### config.mk
export PLATFORM = sky130hd
export DESIGN_NAME = vtp_execute
export DESIGN_NICKNAME = d
export VERILOG_FILES = /design/src/logic/vtp_pkg.sv /design/src/logic/vtp_execute.sv
export VERILOG_INCLUDE_DIRS = /design/src /design/src/logic
export SDC_FILE = /design/constraint.sdc
export NUM_CORES = 1
export LEC_CHECK = 0
export BUFFER_PORTS_ARGS = -buffer_cell sky130_fd_sc_hd__buf_4
export CORE_MARGIN = 4
export CORE_UTILIZATION = 45
export CTS_BUF_LIST = sky130_fd_sc_hd__clkbuf_4 sky130_fd_sc_hd__clkbuf_8
export CTS_CLUSTER_SIZE = 14
export DETAILED_ROUTE_END_ITERATION = 12
export PLACE_DENSITY_LB_ADDON = 0.1
export REMOVE_ABC_BUFFERS = 1
export SLEW_MARGIN = 10
export SYNTH_ARGS = -nofsm -noshare
export SYNTH_HDL_FRONTEND = slang
export SYNTH_SLANG_ARGS = --single-unit
### constraint.sdc
create_clock -name clk -period 3.5 [get_ports clk]
set_input_delay 0.35 -clock clk [delete_from_list [all_inputs] [get_ports clk]]
set_output_delay 0.35 -clock clk [all_outputs]
set_load 0.02 [all_outputs]
### src/logic/vtp_macros.svh
/*
 * VTP shim widths and depths.
 * Cache-line addressing with 4 KB pages and a 64-entry L1.
 */
`ifndef VTP_MACROS_SVH
`define VTP_MACROS_SVH

// Cache-line address and its split at the 4 KB boundary
`define VTP_CL_ADDR_BITS 42
`define VTP_OFFSET_BITS 6
`define VTP_VA_PAGE_BITS 36
`define VTP_PA_PAGE_BITS 30

// Request metadata carried unchanged
`define VTP_META_BITS 16

// Outstanding requests and heap depth
`define VTP_MAX_REQS 16

// Direct-mapped L1 TLB depth
`define VTP_L1_ENTRIES 64

`endif

### src/logic/vtp_pkg.sv
/*
 * VTP shim shared types.
 * Request, pipeline stage, service and L1 fill records.
 */
`include "vtp_macros.svh"

package vtp_pkg;

    typedef logic [`VTP_VA_PAGE_BITS-1:0] va_page_t;
    typedef logic [`VTP_PA_PAGE_BITS-1:0] pa_page_t;
    typedef logic [`VTP_OFFSET_BITS-1:0] offset_t;
    typedef logic [$clog2(`VTP_MAX_REQS)-1:0] req_tag_t;

    // Memory request as seen on both ends of the shim
    typedef struct packed {
        logic [`VTP_META_BITS-1:0] meta;
        logic [`VTP_CL_ADDR_BITS-1:0] addr;
        logic virt;
    } mem_req_t;

    // Heap record of a request while it is translated
    typedef struct packed {
        logic [`VTP_META_BITS-1:0] meta;
        offset_t offset;
        logic virt;
    } req_ctx_t;

    // Pipeline slot contents
    typedef struct packed {
        logic valid;
        logic virt;
        va_page_t va_page;
        req_tag_t tag;
    } stage_t;

    typedef struct packed {
        va_page_t va_page;
        req_tag_t tag;
    } svc_req_t;

    typedef struct packed {
        pa_page_t pa_page;
        req_tag_t tag;
    } svc_rsp_t;

    // Execute hands result one record per slot
    typedef struct packed {
        logic valid;
        req_tag_t tag;
        pa_page_t pa_page;
        logic from_svc;
        logic l1_hit;
    } resolved_t;

    typedef struct packed {
        logic valid;
        va_page_t va_page;
        pa_page_t pa_page;
    } l1_fill_t;

endpackage

### src/logic/vtp_execute.sv
/*
 * VTP execute stage.
 * Carries requests through the L1 lookup, resolves hits, sends
 * misses to the service and merges answers into empty slots.
 */
`timescale 1ns/1ns
`include "vtp_macros.svh"

module vtp_execute (
    input logic clk,
    input logic reset,
    input vtp_pkg::stage_t stage_in,
    input logic out_almost_full,
    output vtp_pkg::va_page_t l1_page,
    input logic l1_hit,
    input vtp_pkg::pa_page_t l1_hit_pa,
    output logic svc_lookup_en,
    output vtp_pkg::svc_req_t svc_req,
    input logic svc_rsp_valid,
    input vtp_pkg::svc_rsp_t svc_rsp,
    output logic rsp_pending,
    output vtp_pkg::resolved_t resolved
);
    import vtp_pkg::*;

    localparam int PTR_BITS = $clog2(`VTP_MAX_REQS);
    localparam int CNT_BITS = PTR_BITS + 1;

    // Slot 1 is stage_in itself
    stage_t slot2;
    stage_t slot3;

    logic pick_main;
    logic miss;
    logic miss_q;
    svc_req_t svc_q;

    // Answer FIFO
    svc_rsp_t rsp_mem [`VTP_MAX_REQS];
    logic [PTR_BITS-1:0] rsp_wr_ptr;
    logic [PTR_BITS-1:0] rsp_rd_ptr;
    logic [CNT_BITS-1:0] rsp_count;
    logic rsp_deq;
    logic rsp_deq_q;
    svc_rsp_t rsp_q;

    // L1 read starts from slot 1
    assign l1_page = stage_in.va_page;

    always_ff @(posedge clk)
    begin
        slot2 <= stage_in;
        slot3 <= slot2;
        if (reset)
        begin
            slot2.valid <= 1'b0;
            slot3.valid <= 1'b0;
        end
    end

    // ==================================================
    // Slot 3 decision
    // ==================================================
    assign pick_main = slot3.valid && (!slot3.virt || l1_hit);
    assign miss = slot3.valid && slot3.virt && !l1_hit;

    // Service lookup leaves one edge after the miss is noted
    always_ff @(posedge clk)
    begin
        miss_q <= miss;
        svc_q.va_page <= slot3.va_page;
        svc_q.tag <= slot3.tag;
        svc_lookup_en <= miss_q;
        svc_req <= svc_q;
        if (reset)
        begin
            miss_q <= 1'b0;
            svc_lookup_en <= 1'b0;
        end
    end

    // ==================================================
    // Service answers
    // ==================================================
    assign rsp_pending = (rsp_count != '0);

    // An empty slot 2 becomes an empty slot 3 on the next edge
    assign rsp_deq = rsp_pending && !slot2.valid && !out_almost_full;

    always_ff @(posedge clk)
    begin
        if (svc_rsp_valid)
        begin
            rsp_mem[rsp_wr_ptr] <= svc_rsp;
        end
        rsp_q <= rsp_mem[rsp_rd_ptr];
    end

    always_ff @(posedge clk)
    begin
        if (reset)
        begin
            rsp_wr_ptr <= '0;
            rsp_rd_ptr <= '0;
            rsp_count <= '0;
            rsp_deq_q <= 1'b0;
        end
        else
        begin
            rsp_wr_ptr <= rsp_wr_ptr + PTR_BITS'(svc_rsp_valid);
            rsp_rd_ptr <= rsp_rd_ptr + PTR_BITS'(rsp_deq);
            rsp_count <= rsp_count + CNT_BITS'(svc_rsp_valid) - CNT_BITS'(rsp_deq);
            rsp_deq_q <= rsp_deq;
        end
    end

    // Main path or the injected answer, never both
    always_ff @(posedge clk)
    begin
        resolved.valid <= pick_main || rsp_deq_q;
        resolved.tag <= pick_main ? slot3.tag : rsp_q.tag;
        resolved.pa_page <= pick_main ? l1_hit_pa : rsp_q.pa_page;
        resolved.from_svc <= rsp_deq_q;
        resolved.l1_hit <= pick_main && slot3.virt;
        if (reset)
        begin
            resolved.valid <= 1'b0;
        end
    end

endmodule

==> results of run 1 <==
area by class of cell:
class | instances | area (sq um)
fill | 4396 | 24960
sequential | 795 | 21370
multi-input combinational | 348 | 4740
timing repair buffer | 372 | 3226
clock buffer | 216 | 2604
tap | 765 | 957.2
clock inverter | 21 | 125.1
inverter | 11 | 41.29
antenna | 1 | 2.502
worst max-delay path, stage by stage, from the launching register on:
cell and delay [ns]:
dfxtp_1 0.32, inv_1 0.08, ha_1 0.16, nor4b_1 0.43, nor3_1 0.15, ha_1 0.30, inv_1 0.06, ha_1 0.15
inv_1 0.06, fa_1 0.40, nor2b_1 0.18, o21bai_1 0.10, nand3_1 0.09, nor3b_1 0.17
cells by family after synthesis:
group	Yosys count	synth area share
DFF	795	0.8055
muxes	170	0.1299
buffers and inverters	98	0.02109
and+or+nand+nor	87	0.01529
AOI/OAI and AO/OA	74	0.02071
adders and majority gates	11	0.005473
xor gates and xnor gates	6	0.001982
per-stage QoR:
stage	cells	total power, mW	utilization	worst slack [ns]	instance area, sq um
finish	2529	21.52	0.5698	0.7763	33060
global route	2529	22.55	0.5698	0.5392	33060
CTS	2528	21.87	0.5698	0.7569	33060
detailed placement	2178	13.51	0.5032	0.7885	29200
global placement	2178	13.48	0.5032	0.9012	29200
floorplan	1154	12.78	-	-3.160	26000
path summary, 6_finish.rpt:
path | endpoint | startpoint | slack (ns) | cells after the start
hold / removal | slot2[40]$_DFF_P_ | stage_in[40] | 0.26 | 2
setup reg to reg | rsp_count[4]$_SDFF_PP0_ | rsp_count[2]$_SDFF_PP0_ | 0.78 | 13
hold reg to reg | svc_req[17]$_DFF_P_ | svc_q[17]$_DFF_P_ | 0.32 | 0
setup / recovery | rsp_count[4]$_SDFF_PP0_ | rsp_count[2]$_SDFF_PP0_ | 0.78 | 13
power by group through the flow:
stage          combinational [mW]  sequential, mW  clock [mW]
5_1_grt                      2.90            10.7        8.91
3_3_place_gp                 2.60            10.9           0
3_5_place_dp                 2.61            10.9           0
2_1_floorplan                1.52            11.3           0
4_1_cts                      2.73            10.7        8.44
6_report                     2.67            10.7        8.16
flip-flops by register name, summed over array words and instances, names as in the netlist:
signal	count
miss_q	1
resolved	37
rsp_count	5
rsp_deq_q	1
rsp_mem	544
rsp_q	34
rsp_rd_ptr	4
rsp_wr_ptr	4
slot2	42
slot3	42
svc_lookup_en	1
svc_q	40
svc_req	40
cell usage in the layout (no fill, tap or decap), types with 4 or more instances in the layout:
master / instances
dlygate4sd3_1: 113
clkinv_2: 7
nor2b_1: 10
a22oi_1: 68
mux4_2: 136
nor2_1: 7
inv_1: 11
clkbuf_8: 157
clkinv_1: 10
nand3_1: 4
dfxtp_1: 249
ha_1: 10
buf_4: 247
mux2_2: 34
buf_12: 12
edfxtp_1: 544
nor2_4: 13
nor3_2: 4
clkbuf_4: 59
nand2_1: 35
per-layer routing:
| metal | vias to the layer above | GRT usage | wire [um] | part of all wire |
|---|---|---|---|---|
| met4 | 4 | 0.06071 | 952 | 0.018 |
| met3 | 78 | 0.04542 | 3061 | 0.057 |
| met5 | - | 0 | 21 | 0.00039 |
| met2 | 361 | 0.2771 | 26520 | 0.49 |
| met1 | 6586 | 0.2363 | 23620 | 0.44 |
| li1 | 5746 | - | - | - |
==> results.txt, run 1 <==
The area of the core is between 0.05 and 0.06 sq mm. The placed wire-length estimate is slightly below 30 mm. The maximum number of pins on one net before global-route repair came out at 45. The routed layout has 12780 vias.

The max-capacitance violation count is 0. The leakage power summed over all cells came out at ~12 nW. Of the total power, the share spent switching nets is 0.2251. The worst setup path is of the flop to flop kind.

The worst-case headroom to the max-slew limit came out at 0.3372. The leftover overflow at the end of global routing is 0. The sequential power share came out at 0.497. After layout, the minimum clock period comes to 2.724 ns.

Along the worst path, the maximum fanout reaches 3. The synthesized design spends more area on one cell type than any other, namely edfxtp_1. The number of DRC violations after detailed-routing iteration 0 is 788. The required arrival time at the worst endpoint is between 4 and 5 ns. The synthesized area is roughly 0.027 sq mm. The number of hold buffers added after cts came out at 113. After synthesis, the share of flip-flops with an asynchronous set or reset is 0. The all-layer global routing usage came out at 0.1742. The most common cell in the synthesized netlist is edfxtp_1.

In the final layout, the share of cells above drive strength 1 is 0.3857. The master cell of the clock root buffer is clkbuf_8. Among all flip-flop cells after synthesis, the most frequent one is edfxtp_1. The number of detailed-route iterations in the first pass came out at 5. The number of nets in the layout came out at 1781. The average footprint of a synthesized cell came out at 21.37 sq um. The switching power total came out at roughly 4.8 mW. The area growth from synthesis to layout is 24.68%.

The initial core utilization is 0.4570. The number of instances resized during post-cts repair is 0. The die extent in y is 250.8 um. The die footprint is ~0.063 sq mm. The number of distinct library cells after synthesis came out at 31.

After detailed routing, the average wire length per cell comes to ~21 um. The number of global-route vias before repair came out at between 10000 and 15000. The first global-routing pass estimated slightly above 80 mm of wire. The H-tree was split into 4 levels. Of the total power, combinational logic draws 0.124. The kind of end point of the critical path is a flop. The share of Yosys cell area claimed by the top area cell type is 0.6160. Dividing total power by cell area gives a power density of 650.9 mW/mm^2. The clock-pin slew on the worst setup and hold paths came out at 0.07 ns. Setup repair after global routing left no endpoint under its margin.

Port buffering added between 200 and 250 buffers. Setup violations remaining at the end of the flow were counted as 0. The number of synthesized flops with an enable pin is 544. The worst-case IR drop observed on VDD is between 0.4 and 0.5 mV. In the routed layout, each cell is associated on average with a via count of slightly above 5. The weighted congestion reported at the end of routability-driven placement is 0.7019. The cell count after synthesis came out at approximately 1200. The clock tree from TritonCTS is done. The peak clock frequency supported by timing came out at 367.1 MHz.

In the finished design, the share of the clock period the worst path needs comes to 0.7782. The number of antenna violations at the first check in global routing was 3. By count the netlist is led by edfxtp_1, dfxtp_1, mux4_2, a22oi_1, buf_4. The transition at the pin with the smallest max-transition slack came out at approximately 1 ns. The clock latency of the later-clocked register in the worst-skew pair is roughly 0.74 ns. The final hold slack came out at around 0.26 ns. Between clock sinks in the finished design, the worst skew comes to 0.01878 ns. After synthesis, the cell types taking the most area are edfxtp_1, dfxtp_1, mux4_2. For the worst setup path, the data arrival time is around 3.4 ns. The DRC violation count after routing came out at 0. The post-synthesis sequential area ratio came out at 0.8055. The number of setup buffers added after CTS is 0. After routing, the total negative slack on setup checks comes to 0 ns. The flow ran to the end, and the final reports show no timing, DRC or antenna violations. The number of storage elements in the synthesis netlist is 795. The worst hold-check path type is input pin to flop. The number of top-level pins is ~230. The hold violation total from the final report came to 0.

The sink count of the clock tree came out at between 700 and 800. The fraction of power consumed by the clock network came out at 0.379. The total count of max-transition violations in the final report came out at 0. Yosys printed 0 warnings.

STA classifies the critical path startpoint as a flop. The number of core rows came out at 88. The die is 250.8 um wide. The antenna violation net count after detailed routing is 0.

Internal power comes to 16.68 mW. Buffers inserted during clock tree synthesis total 131. The detailed-route wire length came out at roughly 54 mm.

The deepest clock path buffer count came out at 3.
(Power assumes the default switching activity.)
==> run 2: changes to the inputs <==
==> constraint.sdc (replaced) <==
create_clock -name clk -period 2.8 [get_ports clk]
set_input_delay 0.28 -clock clk [delete_from_list [all_inputs] [get_ports clk]]
set_output_delay 0.28 -clock clk [all_outputs]
set_load 0.02 [all_outputs]
==> results.txt, run 2 (synthesized netlist as in run 1, its figures left out) <==
The deepest clock path buffer count came out at 3 (unchanged). The area of the core is 0.05803 sq mm (unchanged). The flip-flop count of the largest register, all copies and words added is 544 (unchanged). The number of top-level pins is 226 (unchanged). The peak clock frequency supported by timing came to 384.9 MHz (+4.8%). The worst setup skew after layout is 0.02626 ns (+0.007486 ns). The met2 track demand over resource in global routing is 0.2837 (+0.006619). The layout overhead on the synthesized area came out at 25.34%. The wire length per cell after detailed routing was 21.87 um (+2.1%). The slowest stage of the critical path belongs to the cell fa_1. The final standard cell count with taps included and fillers excluded came out at 2543 (+0.55%). Leaving out fill and tap cells, the most frequent cells in the layout are edfxtp_1, buf_4, dfxtp_1.

The path class of the tightest hold or removal check is input pin to flop. The max-capacitance violation count came to 0 (unchanged). The signal arrival time at the worst endpoint is 3.25 ns (-0.12 ns).

The clock tree from TritonCTS is done. The most used routing layer in global routing is met2. The setup slack of the critical path after layout came out at 0.2022 ns (-0.5741 ns). The DRC violation count after routing is 0 (unchanged).

The wire length of the first global-routing pass is 84.11 mm (+2.3%). The maximum number of pins on one net before global-route repair is 35 (-22%). The die width came to 250.8 um (unchanged). The share of total power in combinational logic came out at 0.125 (about the same).

The peak fanout along the critical path is 2 (-1). The sequential power share came to 0.494 (-0.003). The internal power of the cells came to 20.99 mW (+26%).

The detailed-route wire length is 55.62 mm (+2.7%). The cell area power density came to 815.5 mW/mm^2 (+25%). Counting flops per register, the top entry is rsp_mem. The library cell used most frequently in the layout, excluding fill and tap cells, is edfxtp_1. The number of antenna violations at the first check in global routing is 3 (unchanged). The fraction of power consumed by the clock network came out at 0.381 (+0.002). The initial core utilization came to 0.4570 (unchanged). The H-tree level count came to 4 (unchanged). The worst-case headroom to the max-slew limit came to 0.5411 (+0.2040).

Setup repair after global routing left no endpoint under its margin. The placed wire-length estimate is 30.67 mm (+6.3%). The worst setup path is captured at a flop. The top cell family by delay on the critical path is adder cells. The setup violation total in the final timing report is 0 (unchanged). The total cell area at the placement stage is 0.02936 sq mm (+0.54%).

The required arrival time at the worst endpoint came to 3.45 ns (-0.70 ns). The critical path goes through inv_1, ha_1, nor4b_2, nor3_1, ha_1, inv_1, ha_1, inv_1, fa_1, nor2b_1, o21bai_1, nand3_1, nor3b_1. The largest registers in the layout are rsp_mem x544, slot2 x42, slot3 x42.

The leakage power summed over all cells was 11.71 nW (+0.76%). The number of placed cells counting well taps was 2194 (+0.73%). The number of setup buffers added after CTS is 0 (unchanged). The hold violation total from the final report came out at 0 (unchanged). The switching part of the total came out at 0.2256 (+0.0005652).

The sink count of the clock tree came out at 795 (unchanged). The area of all placed cells without fillers came out at 0.03324 sq mm (+0.53%). The shortest clock period the worst path allows after layout was 2.598 ns (-0.1259 ns). The number of input and output port buffers inserted came out at 225 (unchanged). The number of global-route vias before repair came out at 14080 (+1.6%). The number of DRC violations after detailed-routing iteration 0 is 781 (-0.89%). The die extent in y is 250.8 um (unchanged).

The number of fill cells came to 4397 (+0.023%). The vias per cell came out at 5.098 (+0.91%). By startpoint and endpoint, the worst setup path is classified as flop to flop. The master cell of the clock root buffer is clkbuf_8.

The sum of buffers and inverters on the critical path came out at 3 (unchanged). The weighted congestion reported at the end of routability-driven placement is 0.7123 (+1.5%). The period utilization came out at 0.9278 (+0.1496). The worst voltage drop across the vdd grid came out at 0.4726 mV (-0.64%). The all-layer global routing usage is 0.1784 (+0.004277).

The switching power total came out at 6.116 mW (+26%). The transition at the pin with the smallest max-transition slack was 0.6883 ns (-0.3060 ns). The post-route setup TNS came out at 0 ns (unchanged). The number of buffers added by the clock tree synthesis step is 131 (unchanged).

The placement-stage worst setup slack came out at 0.2048 ns (-0.5837 ns). The leftover overflow at the end of global routing was 0 (unchanged). The global-route met3 utilization was 0.04997 (+0.004552). The total count of max-transition violations in the final report came out at 0 (unchanged).

The antenna violation net count after detailed routing was 0 (unchanged). The die footprint is 0.06288 sq mm (unchanged). The met1 layer usage reported by global route is 0.2403 (+0.003979). The sort of element at the start of the critical path is a flop. The number of detailed-route iterations in the first pass is 5 (unchanged). The clock latency of the later-clocked register in the worst-skew pair is 0.74 ns (about the same).

The clock-pin slew on the worst setup and hold paths is 0.06 ns (about the same). The number of nets in the layout is 1797 (+0.90%). The via count is 12960 (+1.5%). The share of final-layout standard cells stronger than drive strength 1 came to 0.3894 (+0.003714). The flow ran to the end, and the final reports show no timing, DRC or antenna violations. The fraction of the core area covered by cells at the end of the flow came to 0.5728 (+0.003019). The number of core rows came to 88 (unchanged). The maximum cell stage delay along the critical path came out at 0.40 ns (-0.03 ns).
-- run 2: cell types whose count changed in the layout (fill, tap and decap cells not counted), sizes merged --
cell	change
buf	+16
clkbuf	-11
clkinv	+5
bufinv	+3
clkinvlp	+1
-- run 2: area by class of cell --
cell class | instances | area (sq um) | share of cell area
inverters | 11 | 41.29 | 0.001242
well taps | 765 | 957.2 | 0.02880
multi-input cells | 348 | 4746 | 0.1428
clock inverters | 30 | 244.0 | 0.007340
diodes | 1 | 2.502 | 0.00007529
flip-flops and latches | 795 | 21370 | 0.6429
repair buffers | 388 | 3383 | 0.1018
clock buffers | 205 | 2496 | 0.07510
-- run 2: path summary, 6_finish.rpt --
kind	startpoint	end	depth (start not counted)	slack (ns)
worst min-delay path	stage_in[0]	slot2[0]$_DFF_P_	2	0.19
worst min register to register	slot2[26]$_DFF_P_	slot3[26]$_DFF_P_	0	0.32
worst max-delay path	rsp_count[2]$_SDFF_PP0_	rsp_count[4]$_SDFF_PP0_	13	0.20
worst max register to register	rsp_count[2]$_SDFF_PP0_	rsp_count[4]$_SDFF_PP0_	13	0.20
-- run 2: per-stage QoR --
step	hold slack [ns]	power (mW)
after detailed placement	0.3121	16.97
after CTS	0.09968	27.51
after global placement	0.3096	16.94
after global routing	0.1390	28.33
after floorplan	0.3077	15.71
final	0.1872	27.10
-- run 2: what timing repair did --
action                                  CTS  global route
hold endpoints to repair                635             0
endpoints found under the setup margin    0             1
hold buffers                            113             0
gates resized for setup                   0             1
-- run 2: power by group through the flow --
| stage | clock network [mW] | registers (mW) | logic, mW |
|---|---|---|---|
| finish | 10.3 | 13.4 | 3.39 |
| global route | 11.2 | 13.5 | 3.68 |
| CTS | 10.6 | 13.4 | 3.46 |
| detailed placement | 0 | 13.6 | 3.32 |
| global placement | 0 | 13.6 | 3.31 |
| floorplan | 0 | 14.0 | 1.71 |
-- run 2: routing by layer --
layer,wire length [um],part of all wire,vias up
met1,23600,0.42,6678
li1,-,-,5777
met3,3723,0.067,83
met2,27250,0.49,421
met5,23,0.00041,-
met4,1024,0.018,4
